<file path="src/logic/capture_pkg.sv">
package capture_pkg;

  // pixel and memory geometry
  localparam int PIXEL_W          = 16;                  // rgb565
  localparam int CHUNK_W          = 128;                 // one dram word
  localparam int PIXELS_PER_CHUNK = CHUNK_W / PIXEL_W;   // 8 slices per chunk
  localparam int SLICE_W          = $clog2(PIXELS_PER_CHUNK);
  localparam logic [SLICE_W-1:0] SLICE_LAST = SLICE_W'(PIXELS_PER_CHUNK - 1);

  // frame size, shrunk for simulation (camera runs 1280 x 720)
  localparam int FRAME_WIDTH  = 16;
  localparam int FRAME_HEIGHT = 4;
  localparam int HCOUNT_W     = $clog2(FRAME_WIDTH);
  localparam int VCOUNT_W     = $clog2(FRAME_HEIGHT);
  localparam logic [HCOUNT_W-1:0] HCOUNT_LAST = HCOUNT_W'(FRAME_WIDTH - 1);
  localparam logic [VCOUNT_W-1:0] VCOUNT_LAST = VCOUNT_W'(FRAME_HEIGHT - 1);

  localparam int SYNC_STAGES = 2;   // flops in front of the edge detector
  localparam int CHANNEL_W   = 8;   // expanded colour channel

  // raw parallel camera pins
  typedef struct packed {
    logic [7:0] data;
    logic       pclk;
    logic       hsync;
    logic       vsync;
  } camera_bus_t;

  typedef struct packed {
    logic [4:0] red;
    logic [5:0] green;
    logic [4:0] blue;
  } rgb565_t;

  // one pixel with its raster position
  typedef struct packed {
    rgb565_t             pixel;
    logic [HCOUNT_W-1:0] hcount;
    logic [VCOUNT_W-1:0] vcount;
    logic                last;    // final pixel of the frame
  } pixel_beat_t;

  typedef struct packed {
    logic [CHUNK_W-1:0] data;     // slice 0 in the low bits
    logic               last;
  } chunk_t;

  // per-channel lower bounds
  typedef struct packed {
    logic [CHANNEL_W-1:0] red;
    logic [CHANNEL_W-1:0] green;
    logic [CHANNEL_W-1:0] blue;
  } threshold_t;

  typedef struct packed {
    logic [CHANNEL_W-1:0] red;
    logic [CHANNEL_W-1:0] green;
    logic [CHANNEL_W-1:0] blue;
    logic                 mask;
    logic                 last;
  } masked_pixel_t;

endpackage

</file>
<file path="src/logic/camera_pipeline.sv">
module camera_pipeline (
  input  logic                       clk_camera,
  input  logic                       recent_reset,
  // capture side
  input  capture_pkg::camera_bus_t   cam_bus_i,
  output logic                       chunk_valid_o,   // dram write stream
  input  logic                       chunk_ready_i,
  output capture_pkg::chunk_t        chunk_o,
  output logic                       overflow_o,
  // display side
  input  logic                       chunk_valid_i,   // dram read stream
  output logic                       chunk_ready_o,
  input  capture_pkg::chunk_t        chunk_i,
  input  capture_pkg::threshold_t    cutoff_i,
  output logic                       pixel_valid_o,
  input  logic                       pixel_ready_i,
  output capture_pkg::masked_pixel_t pixel_o
);

  capture_pkg::camera_bus_t   cam_sync;
  logic                       cap_valid;
  capture_pkg::pixel_beat_t   cap_beat;
  logic                       stk_valid;
  logic                       stk_ready;
  capture_pkg::chunk_t        stk_chunk;
  logic                       unstk_valid;
  logic                       unstk_ready;
  capture_pkg::pixel_beat_t   unstk_beat;
  logic                       thr_valid;
  logic                       thr_ready;
  capture_pkg::masked_pixel_t thr_pix;

  camera_sync sync_inst (
    .clk_camera (clk_camera),
    .cam_bus_i  (cam_bus_i),
    .cam_bus_o  (cam_sync)
  );

  pixel_reconstruct recon_inst (
    .clk_camera   (clk_camera),
    .recent_reset (recent_reset),
    .cam_bus_i    (cam_sync),
    .beat_valid_o (cap_valid),
    .beat_o       (cap_beat)
  );

  chunk_stacker stacker_inst (
    .clk_camera    (clk_camera),
    .recent_reset  (recent_reset),
    .beat_valid_i  (cap_valid),
    .beat_i        (cap_beat),
    .chunk_valid_o (stk_valid),
    .chunk_ready_i (stk_ready),
    .chunk_o       (stk_chunk),
    .overflow_o    (overflow_o)
  );

  // slice before the write port
  stream_reg #(.payload_t(capture_pkg::chunk_t)) chunk_reg_inst (
    .clk_camera   (clk_camera),
    .recent_reset (recent_reset),
    .valid_i      (stk_valid),
    .ready_o      (stk_ready),
    .data_i       (stk_chunk),
    .valid_o      (chunk_valid_o),
    .ready_i      (chunk_ready_i),
    .data_o       (chunk_o)
  );

  chunk_unstacker unstacker_inst (
    .clk_camera    (clk_camera),
    .recent_reset  (recent_reset),
    .chunk_valid_i (chunk_valid_i),
    .chunk_ready_o (chunk_ready_o),
    .chunk_i       (chunk_i),
    .beat_valid_o  (unstk_valid),
    .beat_ready_i  (unstk_ready),
    .beat_o        (unstk_beat)
  );

  color_threshold thresh_inst (
    .clk_camera   (clk_camera),
    .recent_reset (recent_reset),
    .beat_valid_i (unstk_valid),
    .beat_ready_o (unstk_ready),
    .beat_i       (unstk_beat),
    .cutoff_i     (cutoff_i),
    .pix_valid_o  (thr_valid),
    .pix_ready_i  (thr_ready),
    .pix_o        (thr_pix)
  );

  // second registered stage on the pixel output
  stream_reg #(.payload_t(capture_pkg::masked_pixel_t)) pixel_reg_inst (
    .clk_camera   (clk_camera),
    .recent_reset (recent_reset),
    .valid_i      (thr_valid),
    .ready_o      (thr_ready),
    .data_i       (thr_pix),
    .valid_o      (pixel_valid_o),
    .ready_i      (pixel_ready_i),
    .data_o       (pixel_o)
  );

endmodule

</file>
<file path="src/logic/camera_sync.sv">
module camera_sync (
  input  logic                     clk_camera,
  input  capture_pkg::camera_bus_t cam_bus_i,   // straight from the pins
  output capture_pkg::camera_bus_t cam_bus_o
);

  // flop chain, stage 0 is the one that may go metastable
  capture_pkg::camera_bus_t sync_q [capture_pkg::SYNC_STAGES];

  always_ff @(posedge clk_camera) begin
    sync_q[0] <= cam_bus_i;
    for (int i = 1; i < capture_pkg::SYNC_STAGES; i++) begin
      sync_q[i] <= sync_q[i-1];   // settle one more cycle
    end
  end

  // whole bus moves together so data lines up with pclk
  assign cam_bus_o = sync_q[capture_pkg::SYNC_STAGES-1];

endmodule

</file>
<file path="src/logic/chunk_stacker.sv">
module chunk_stacker (
  input  logic                     clk_camera,
  input  logic                     recent_reset,
  input  logic                     beat_valid_i,   // camera cannot be held off
  input  capture_pkg::pixel_beat_t beat_i,
  output logic                     chunk_valid_o,
  input  logic                     chunk_ready_i,
  output capture_pkg::chunk_t      chunk_o,        // doubles as the holding register
  output logic                     overflow_o      // sticky until reset
);

  localparam int GATHER_W = capture_pkg::CHUNK_W - capture_pkg::PIXEL_W;

  logic [capture_pkg::SLICE_W-1:0] slot_q;
  logic [capture_pkg::SLICE_W-1:0] slot_tgt;
  logic [GATHER_W-1:0]             gather_q;   // slices 0..6 of the next chunk

  logic sof;
  logic slot_full;
  logic hold_free;
  logic accept;
  logic drop;

  // first pixel of a frame always restarts at slice 0
  assign sof       = (beat_i.hcount == '0) && (beat_i.vcount == '0);
  assign slot_tgt  = sof ? '0 : slot_q;
  assign slot_full = (slot_tgt == capture_pkg::SLICE_LAST);

  // completed chunk needs the holding slot, either empty or leaving now
  assign hold_free = !chunk_valid_o || chunk_ready_i;
  assign accept    = beat_valid_i && (!slot_full || hold_free);
  assign drop      = beat_valid_i && !accept;

  always_ff @(posedge clk_camera) begin
    if (recent_reset) begin
      slot_q        <= '0;
      chunk_valid_o <= 1'b0;
      overflow_o    <= 1'b0;
    end else begin
      if (chunk_valid_o && chunk_ready_i) chunk_valid_o <= 1'b0;
      if (accept) begin
        slot_q <= slot_tgt + 1'b1;           // wraps back to slice 0
        if (slot_full) chunk_valid_o <= 1'b1;
      end
      if (drop) overflow_o <= 1'b1;
    end
  end

  always_ff @(posedge clk_camera) begin
    if (accept && !slot_full) begin
      gather_q[slot_tgt * capture_pkg::PIXEL_W +: capture_pkg::PIXEL_W] <= beat_i.pixel;
    end
    if (accept && slot_full) begin
      // last slice goes on top, straight into the holding register
      chunk_o.data <= {beat_i.pixel, gather_q};
      chunk_o.last <= beat_i.last;
    end
  end

endmodule

</file>
<file path="src/logic/chunk_unstacker.sv">
module chunk_unstacker (
  input  logic                     clk_camera,
  input  logic                     recent_reset,
  input  logic                     chunk_valid_i,
  output logic                     chunk_ready_o,
  input  capture_pkg::chunk_t      chunk_i,
  output logic                     beat_valid_o,
  input  logic                     beat_ready_i,
  output capture_pkg::pixel_beat_t beat_o
);

  capture_pkg::chunk_t             hold_q;
  logic [capture_pkg::SLICE_W-1:0] slice_q;   // next slice to hand out
  logic                            full_q;
  logic                            live_q;    // one cycle after reset

  logic last_slice;
  logic chunk_take;
  logic beat_take;

  assign last_slice = (slice_q == capture_pkg::SLICE_LAST);
  assign beat_take  = full_q && beat_ready_i;

  // empty, or the final slice leaves this cycle
  assign chunk_ready_o = live_q && (!full_q || (beat_ready_i && last_slice));
  assign chunk_take    = chunk_valid_i && chunk_ready_o;

  always_ff @(posedge clk_camera) begin
    if (recent_reset) begin
      live_q  <= 1'b0;
      full_q  <= 1'b0;
      slice_q <= '0;
    end else begin
      live_q <= 1'b1;
      if (chunk_take) begin
        full_q  <= 1'b1;
        slice_q <= '0;
      end else if (beat_take) begin
        slice_q <= slice_q + 1'b1;
        if (last_slice) full_q <= 1'b0;   // chunk used up
      end
    end
  end

  always_ff @(posedge clk_camera) begin
    if (chunk_take) hold_q <= chunk_i;
  end

  // lowest slice first
  assign beat_valid_o = full_q;
  assign beat_o.pixel = hold_q.data[slice_q * capture_pkg::PIXEL_W +: capture_pkg::PIXEL_W];
  assign beat_o.hcount = '0;   // no raster on the read side
  assign beat_o.vcount = '0;
  assign beat_o.last   = hold_q.last && last_slice;

endmodule

</file>
<file path="src/logic/color_threshold.sv">
module color_threshold (
  input  logic                       clk_camera,
  input  logic                       recent_reset,
  input  logic                       beat_valid_i,
  output logic                       beat_ready_o,
  input  capture_pkg::pixel_beat_t   beat_i,
  input  capture_pkg::threshold_t    cutoff_i,      // static, switch style
  output logic                       pix_valid_o,
  input  logic                       pix_ready_i,
  output capture_pkg::masked_pixel_t pix_o
);

  logic [capture_pkg::CHANNEL_W-1:0] red8;
  logic [capture_pkg::CHANNEL_W-1:0] green8;
  logic [capture_pkg::CHANNEL_W-1:0] blue8;
  logic                              mask;

  // channel in the msbs, zeros below
  assign red8   = {beat_i.pixel.red, 3'b000};
  assign green8 = {beat_i.pixel.green, 2'b00};
  assign blue8  = {beat_i.pixel.blue, 3'b000};

  // every channel must clear its cutoff
  assign mask = (red8 >= cutoff_i.red) && (green8 >= cutoff_i.green) &&
                (blue8 >= cutoff_i.blue);

  // stage can load whenever its current result is gone or leaving
  assign beat_ready_o = !pix_valid_o || pix_ready_i;

  always_ff @(posedge clk_camera) begin
    if (recent_reset) begin
      pix_valid_o <= 1'b0;
    end else if (beat_ready_o) begin
      pix_valid_o <= beat_valid_i;
    end
  end

  always_ff @(posedge clk_camera) begin
    if (beat_valid_i && beat_ready_o) begin
      pix_o.red   <= red8;
      pix_o.green <= green8;
      pix_o.blue  <= blue8;
      pix_o.mask  <= mask;
      pix_o.last  <= beat_i.last;
    end
  end

endmodule

</file>
<file path="src/logic/pixel_reconstruct.sv">
module pixel_reconstruct (
  input  logic                     clk_camera,
  input  logic                     recent_reset,
  input  capture_pkg::camera_bus_t cam_bus_i,      // already synchronized
  output logic                     beat_valid_o,   // single cycle, no stall
  output capture_pkg::pixel_beat_t beat_o
);

  logic pclk_q;
  logic hsync_q;
  logic vsync_q;

  logic       half_q;   // high byte waiting for its partner
  logic [7:0] high_q;

  logic [capture_pkg::HCOUNT_W-1:0] hcount_q;
  logic [capture_pkg::VCOUNT_W-1:0] vcount_q;

  logic pclk_rise;
  logic hsync_fall;
  logic vsync_rise;
  logic take_byte;
  logic pix_done;

  assign pclk_rise  = cam_bus_i.pclk & ~pclk_q;
  assign hsync_fall = ~cam_bus_i.hsync & hsync_q;
  assign vsync_rise = cam_bus_i.vsync & ~vsync_q;

  // bytes only count inside the active line
  assign take_byte = pclk_rise & cam_bus_i.hsync & ~vsync_rise;
  assign pix_done  = take_byte & half_q;   // second byte completes the pixel

  always_ff @(posedge clk_camera) begin
    if (recent_reset) begin
      pclk_q       <= 1'b0;
      hsync_q      <= 1'b0;
      vsync_q      <= 1'b0;
      half_q       <= 1'b0;
      hcount_q     <= '0;
      vcount_q     <= '0;
      beat_valid_o <= 1'b0;
    end else begin
      pclk_q       <= cam_bus_i.pclk;
      hsync_q      <= cam_bus_i.hsync;
      vsync_q      <= cam_bus_i.vsync;
      beat_valid_o <= pix_done;
      if (vsync_rise) begin
        // new frame
        hcount_q <= '0;
        vcount_q <= '0;
        half_q   <= 1'b0;
      end else if (hsync_fall) begin
        hcount_q <= '0;
        vcount_q <= vcount_q + 1'b1;   // end of line
        half_q   <= 1'b0;              // drop a stray odd byte
      end else if (take_byte) begin
        half_q <= ~half_q;
        if (half_q) hcount_q <= hcount_q + 1'b1;
      end
    end
  end

  // payload registers load only on byte events
  always_ff @(posedge clk_camera) begin
    if (take_byte && !half_q) high_q <= cam_bus_i.data;   // first byte is msb
    if (pix_done) begin
      beat_o.pixel  <= {high_q, cam_bus_i.data};
      beat_o.hcount <= hcount_q;
      beat_o.vcount <= vcount_q;
      beat_o.last   <= (hcount_q == capture_pkg::HCOUNT_LAST) &&
                       (vcount_q == capture_pkg::VCOUNT_LAST);
    end
  end

endmodule

</file>
<file path="src/logic/stream_reg.sv">
module stream_reg #(
  parameter type payload_t = logic
) (
  input  logic     clk_camera,
  input  logic     recent_reset,
  input  logic     valid_i,
  output logic     ready_o,     // straight from a flop
  input  payload_t data_i,
  output logic     valid_o,
  input  logic     ready_i,
  output payload_t data_o
);

  payload_t main_q;
  payload_t skid_q;          // catches the beat taken while main stalls
  logic     main_valid_q;
  logic     skid_valid_q;

  logic in_take;
  logic out_take;
  logic main_load;

  assign ready_o   = !skid_valid_q;
  assign in_take   = valid_i && ready_o;
  assign out_take  = main_valid_q && ready_i;
  assign main_load = out_take || !main_valid_q;   // main slot free next cycle

  always_ff @(posedge clk_camera) begin
    if (recent_reset) begin
      main_valid_q <= 1'b0;
      skid_valid_q <= 1'b0;
    end else if (main_load) begin
      main_valid_q <= skid_valid_q || in_take;   // skid drains first
      skid_valid_q <= 1'b0;
    end else if (in_take) begin
      skid_valid_q <= 1'b1;   // main stalled, park it
    end
  end

  always_ff @(posedge clk_camera) begin
    if (main_load) main_q <= skid_valid_q ? skid_q : data_i;
    if (in_take && !main_load) skid_q <= data_i;
  end

  assign valid_o = main_valid_q;
  assign data_o  = main_q;

endmodule

</file>
<file path="config.mk">
export PLATFORM = sky130hd
export DESIGN_NAME = camera_pipeline
export DESIGN_NICKNAME = d
export VERILOG_FILES = /design/src/logic/capture_pkg.sv /design/src/logic/camera_pipeline.sv /design/src/logic/camera_sync.sv /design/src/logic/chunk_stacker.sv /design/src/logic/chunk_unstacker.sv /design/src/logic/color_threshold.sv /design/src/logic/pixel_reconstruct.sv /design/src/logic/stream_reg.sv
export SDC_FILE = /design/constraint.sdc
export NUM_CORES = 1
export LEC_CHECK = 0
export ABC_AREA = 1
export BUFFER_PORTS_ARGS = -buffer_cell sky130_fd_sc_hd__buf_2
export CAP_MARGIN = 20
export CORE_ASPECT_RATIO = 0.5
export CORE_UTILIZATION = 34
export DETAILED_ROUTE_END_ITERATION = 8
export GPL_ROUTABILITY_DRIVEN = 0
export MAX_ROUTING_LAYER = met4
export SYNTH_ARGS = -nofsm -noshare
export SYNTH_HDL_FRONTEND = slang
export SYNTH_SLANG_ARGS = --single-unit
</file>
<file path="constraint.sdc">
create_clock -name clk_camera -period 20.8 [get_ports clk_camera]
set_input_delay 4.16 -clock clk_camera [delete_from_list [all_inputs] [get_ports clk_camera]]
set_output_delay 4.16 -clock clk_camera [all_outputs]
set_load 0.005 [all_outputs]
</file>
==> flow_summary.yaml <==
clock_network:
  htree_levels: 3
  cts_buffers: 72
  hold_buffers: 0
  tritoncts: "done"
  clock-sinks: 761
  cts.path.max_buffers: 3
  cts_resized: 0
  clkTransAtPathRegs_ns: 0.07
  ctsRootBufferMaster: "clkbuf_16"
  cts_setup_buffers: 0
  clk_latency_ns: 0.64
global_routing:
  grt_pass1_wl_mm: 83.7
  antenna_found_initial: 2
  grt_max_degree: 75
  grt_overflow: 0
  first_global_vias: 14200
  track_usage_pct: 14.0
drt:
  num_vias: 14000
  met2_length_mm: 28.6
  m1WireLength_mm: 23.5
  drc_errors: 0
  wl_per_cell_um: 17.9
  dr.max_layer_used: "met4"
  drt-initial-drc-count: 947
  via_per_inst: 4.46
  wl_met3_mm: 2.55
  drt-total-wl_mm: 56.0
  firstDrtPassIters: 7
  final_antenna_net_count: 0
floorplan:
  pin_count: 328
  die_area_sq_um: 82200
  fp.coreArea_sq_um: 79700
  die_w_um: 404
  initial_core_util_pct: 34.5
  dieHeight_um: 203
  placementRows: 73
sta:
  max_freq_mhz: 154
  rsz0062_at_grt: "false"
  drv_slew: 0
  worst_slack_ns: 14.29
  relSlewSlack_pct: 30.4
  min_period_ns: 6.51
  tns_ns: 0
  setup_viol: 0
  fin_skew_ns: 0.0321
  min_period_over_period_pct: 31.3
  worstMarginPinSlew_ns: 1.04
  finalHoldViolCount: 0
cells_and_area:
  fin_nets: 2182
  drive_above_1_share_pct: 30.8
  syn2layout_area_growth_pct: 18.3
  nFillCells: 7246
synth:
  synth_edf_count: 713
  yosys_warnings: 0
  ys_seq_area_share_pct: 81.3
  ys_ff_latch: 761
  netlist_instances: 1636
  synth_top_flop_cell: "edfxtp_1"
  avgSynthCellArea_sq_um: 16.8
  yosysUniqueCellTypes: 36
  syn_area_sq_um: 27500
  async_flop_share_pct: 0
critical_path:
  crit_type: "flop to output port"
  cp.required_ns: 16.64
  crit_path_end_kind: "output port"
  arrival_ns: 2.35
  critPathLaunchType: "flop"
  cp_max_fo: 67
status:
  status: "completed"
flow_run:
  max_cap_viol_count: 0
power_and_ir_drop:
  p_per_area_nw_per_um2: 92.5
  switching_share_pct: 20.8
  intPower_mw: 2.38
  power.switching_mw: 0.627
  pwr-share-comb_pct: 2.4
  seq_power_share_pct: 56.0
  p_clk_share_pct: 41.7
  peakVddDrop_uv: 52.6
  p_leak_nw: 11.4
placement:
  detailed_place_hpwl_mm: 36.8
  dp_slack_ns: 14.44
  io_buffers: 319
hold_path:
  min_path_type: "flop to flop"
-- synth_stat cells, types with 2 or more instances --
cell      instances  area share (%)
buf_2            33            0.60
ha_1             25             1.1
nor2_1          232             3.2
dfxtp_1          48             3.5
nor3_1           18            0.33
nor2_4           11            0.45
buf_4            15            0.41
a21o_1            2           0.055
a21oi_1          20            0.36
clkbuf_1         15            0.20
nand2_1         131             1.8
nand3_1          22            0.40
buf_6             2           0.082
nor3b_1           2           0.055
buf_1             2           0.027
nand3b_1          2           0.055
nor2_2            5            0.11
nand2_2           6            0.14
edfxtp_1        713              78
mux2_2          147             6.0
inv_2             2           0.027
inv_1            65            0.89
xor2_1            2           0.064
o21ai_1          10            0.18
o21ai_0          94             1.7
nor3_2            2           0.073
-- cells by family after synthesis --
| logic type | after synthesis | share of synthesized area (%) |
|---|---|---|
| flops | 761 | 81.3 |
| simple gates | 437 | 6.86 |
| mux | 147 | 6.01 |
| buf+inv | 134 | 2.24 |
| compound gates | 129 | 2.39 |
| fa+ha+maj | 25 | 1.14 |
| xor+xnor | 2 | 0.0637 |
| other cells | 1 | 0.0136 |
-- metrics by stage --
| step | instances | hold WS (ns) | cell area, sq um | utilization, % | power, mW |
|---|---|---|---|---|---|
| 3_5_place_dp | 3001 | 0.313 | 30300 | 38.0 | 1.79 |
| 3_3_place_gp | 3001 | 0.314 | 30300 | 38.0 | 1.79 |
| 4_1_cts | 3132 | 0.326 | 32600 | 40.8 | 3.05 |
| 6_report | 3134 | 0.320 | 32600 | 40.8 | 3.01 |
| 5_1_grt | 3134 | 0.332 | 32600 | 40.8 | 3.11 |
| 2_1_floorplan | 1643 | 0.310 | 27500 | - | 1.75 |
-- layout make-up --
| type | instances | area [sq um] | area share, % |
|---|---|---|---|
| Sequential cell | 761 | 22400 | 68.7 |
| Timing Repair Buffer | 338 | 1740 | 5.34 |
| Inverter | 67 | 256 | 0.788 |
| Clock inverter | 39 | 350 | 1.08 |
| Clock buffer | 92 | 1890 | 5.79 |
| Tap cell | 1087 | 1360 | 4.18 |
| Multi-Input combinational cell | 748 | 4590 | 14.1 |
| Antenna cell | 2 | 5.00 | 0.0154 |
-- metal layers --
layer | track usage (%) | vias up
met1 | 16.8 | 6938
met2 | 23.6 | 286
met3 | 3.10 | 93
li1 | - | 6652
met4 | 4.11 | 0
met5 | - | -
-- state kept, by name (all words and copies together) (netlist names), 22 cells and up --
| register | count |
|---|---|
| sync_inst.sync_q | 22 |
| chunk_reg_inst.data_o | 129 |
| stacker_inst.chunk_o | 129 |
| stacker_inst.gather_q | 112 |
| chunk_reg_inst.skid_q | 129 |
| recon_inst.beat_o | 23 |
| unstacker_inst.hold_q | 129 |
-- critical path: stages, from the launching register on --
cell and delay, ns:
dfxtp_2 0.31, buf_4 0.52, ha_1 0.26, ha_1 0.16, nand2_1 0.06, nand2_1 0.07
and2_1 0.19, buf_2 0.14
-- cell usage in the layout (no fill, tap or decap), drive strengths merged, types with 2 or more instances in the layout --
cell type,count
edfxtp,713
buf,338
nor2,248
mux2,147
nand2,139
o21ai,105
clkbuf,92
inv,71
dfxtp,48
clkinv,29
ha,25
nand3,23
a21oi,20
nor3,20
conb,8
clkinvlp,4
diode,2
nor3b,2
nand3b,2
a21o,2
xor2,2
bufinv,2
nand4,2
-- power groups by stage --
stage | Clock (mW) | Combinational [mW] | Sequential [mW]
floorplan | 0 | 0.0371 | 1.72
global placement | 0 | 0.0723 | 1.72
detailed placement | 0 | 0.0736 | 1.72
CTS | 1.29 | 0.0739 | 1.69
global route | 1.35 | 0.0813 | 1.69
finish | 1.26 | 0.0713 | 1.69
-- path summary, 6_finish.rpt --
path                                                start                       end  slack (ns)  cells past startpoint
worst min-delay path               sync_inst.sync_q[0][6]   sync_inst.sync_q[0][17]        0.32                      0
worst max register to register       recon_inst.beat_o[2]  stacker_inst.chunk_o[71]       16.97                     12
worst min register to register     sync_inst.sync_q[0][6]   sync_inst.sync_q[0][17]        0.32                      0
worst max-delay path            unstacker_inst.slice_q[0]             chunk_ready_o       14.29                      7
Power figures use the tool's default switching activity.
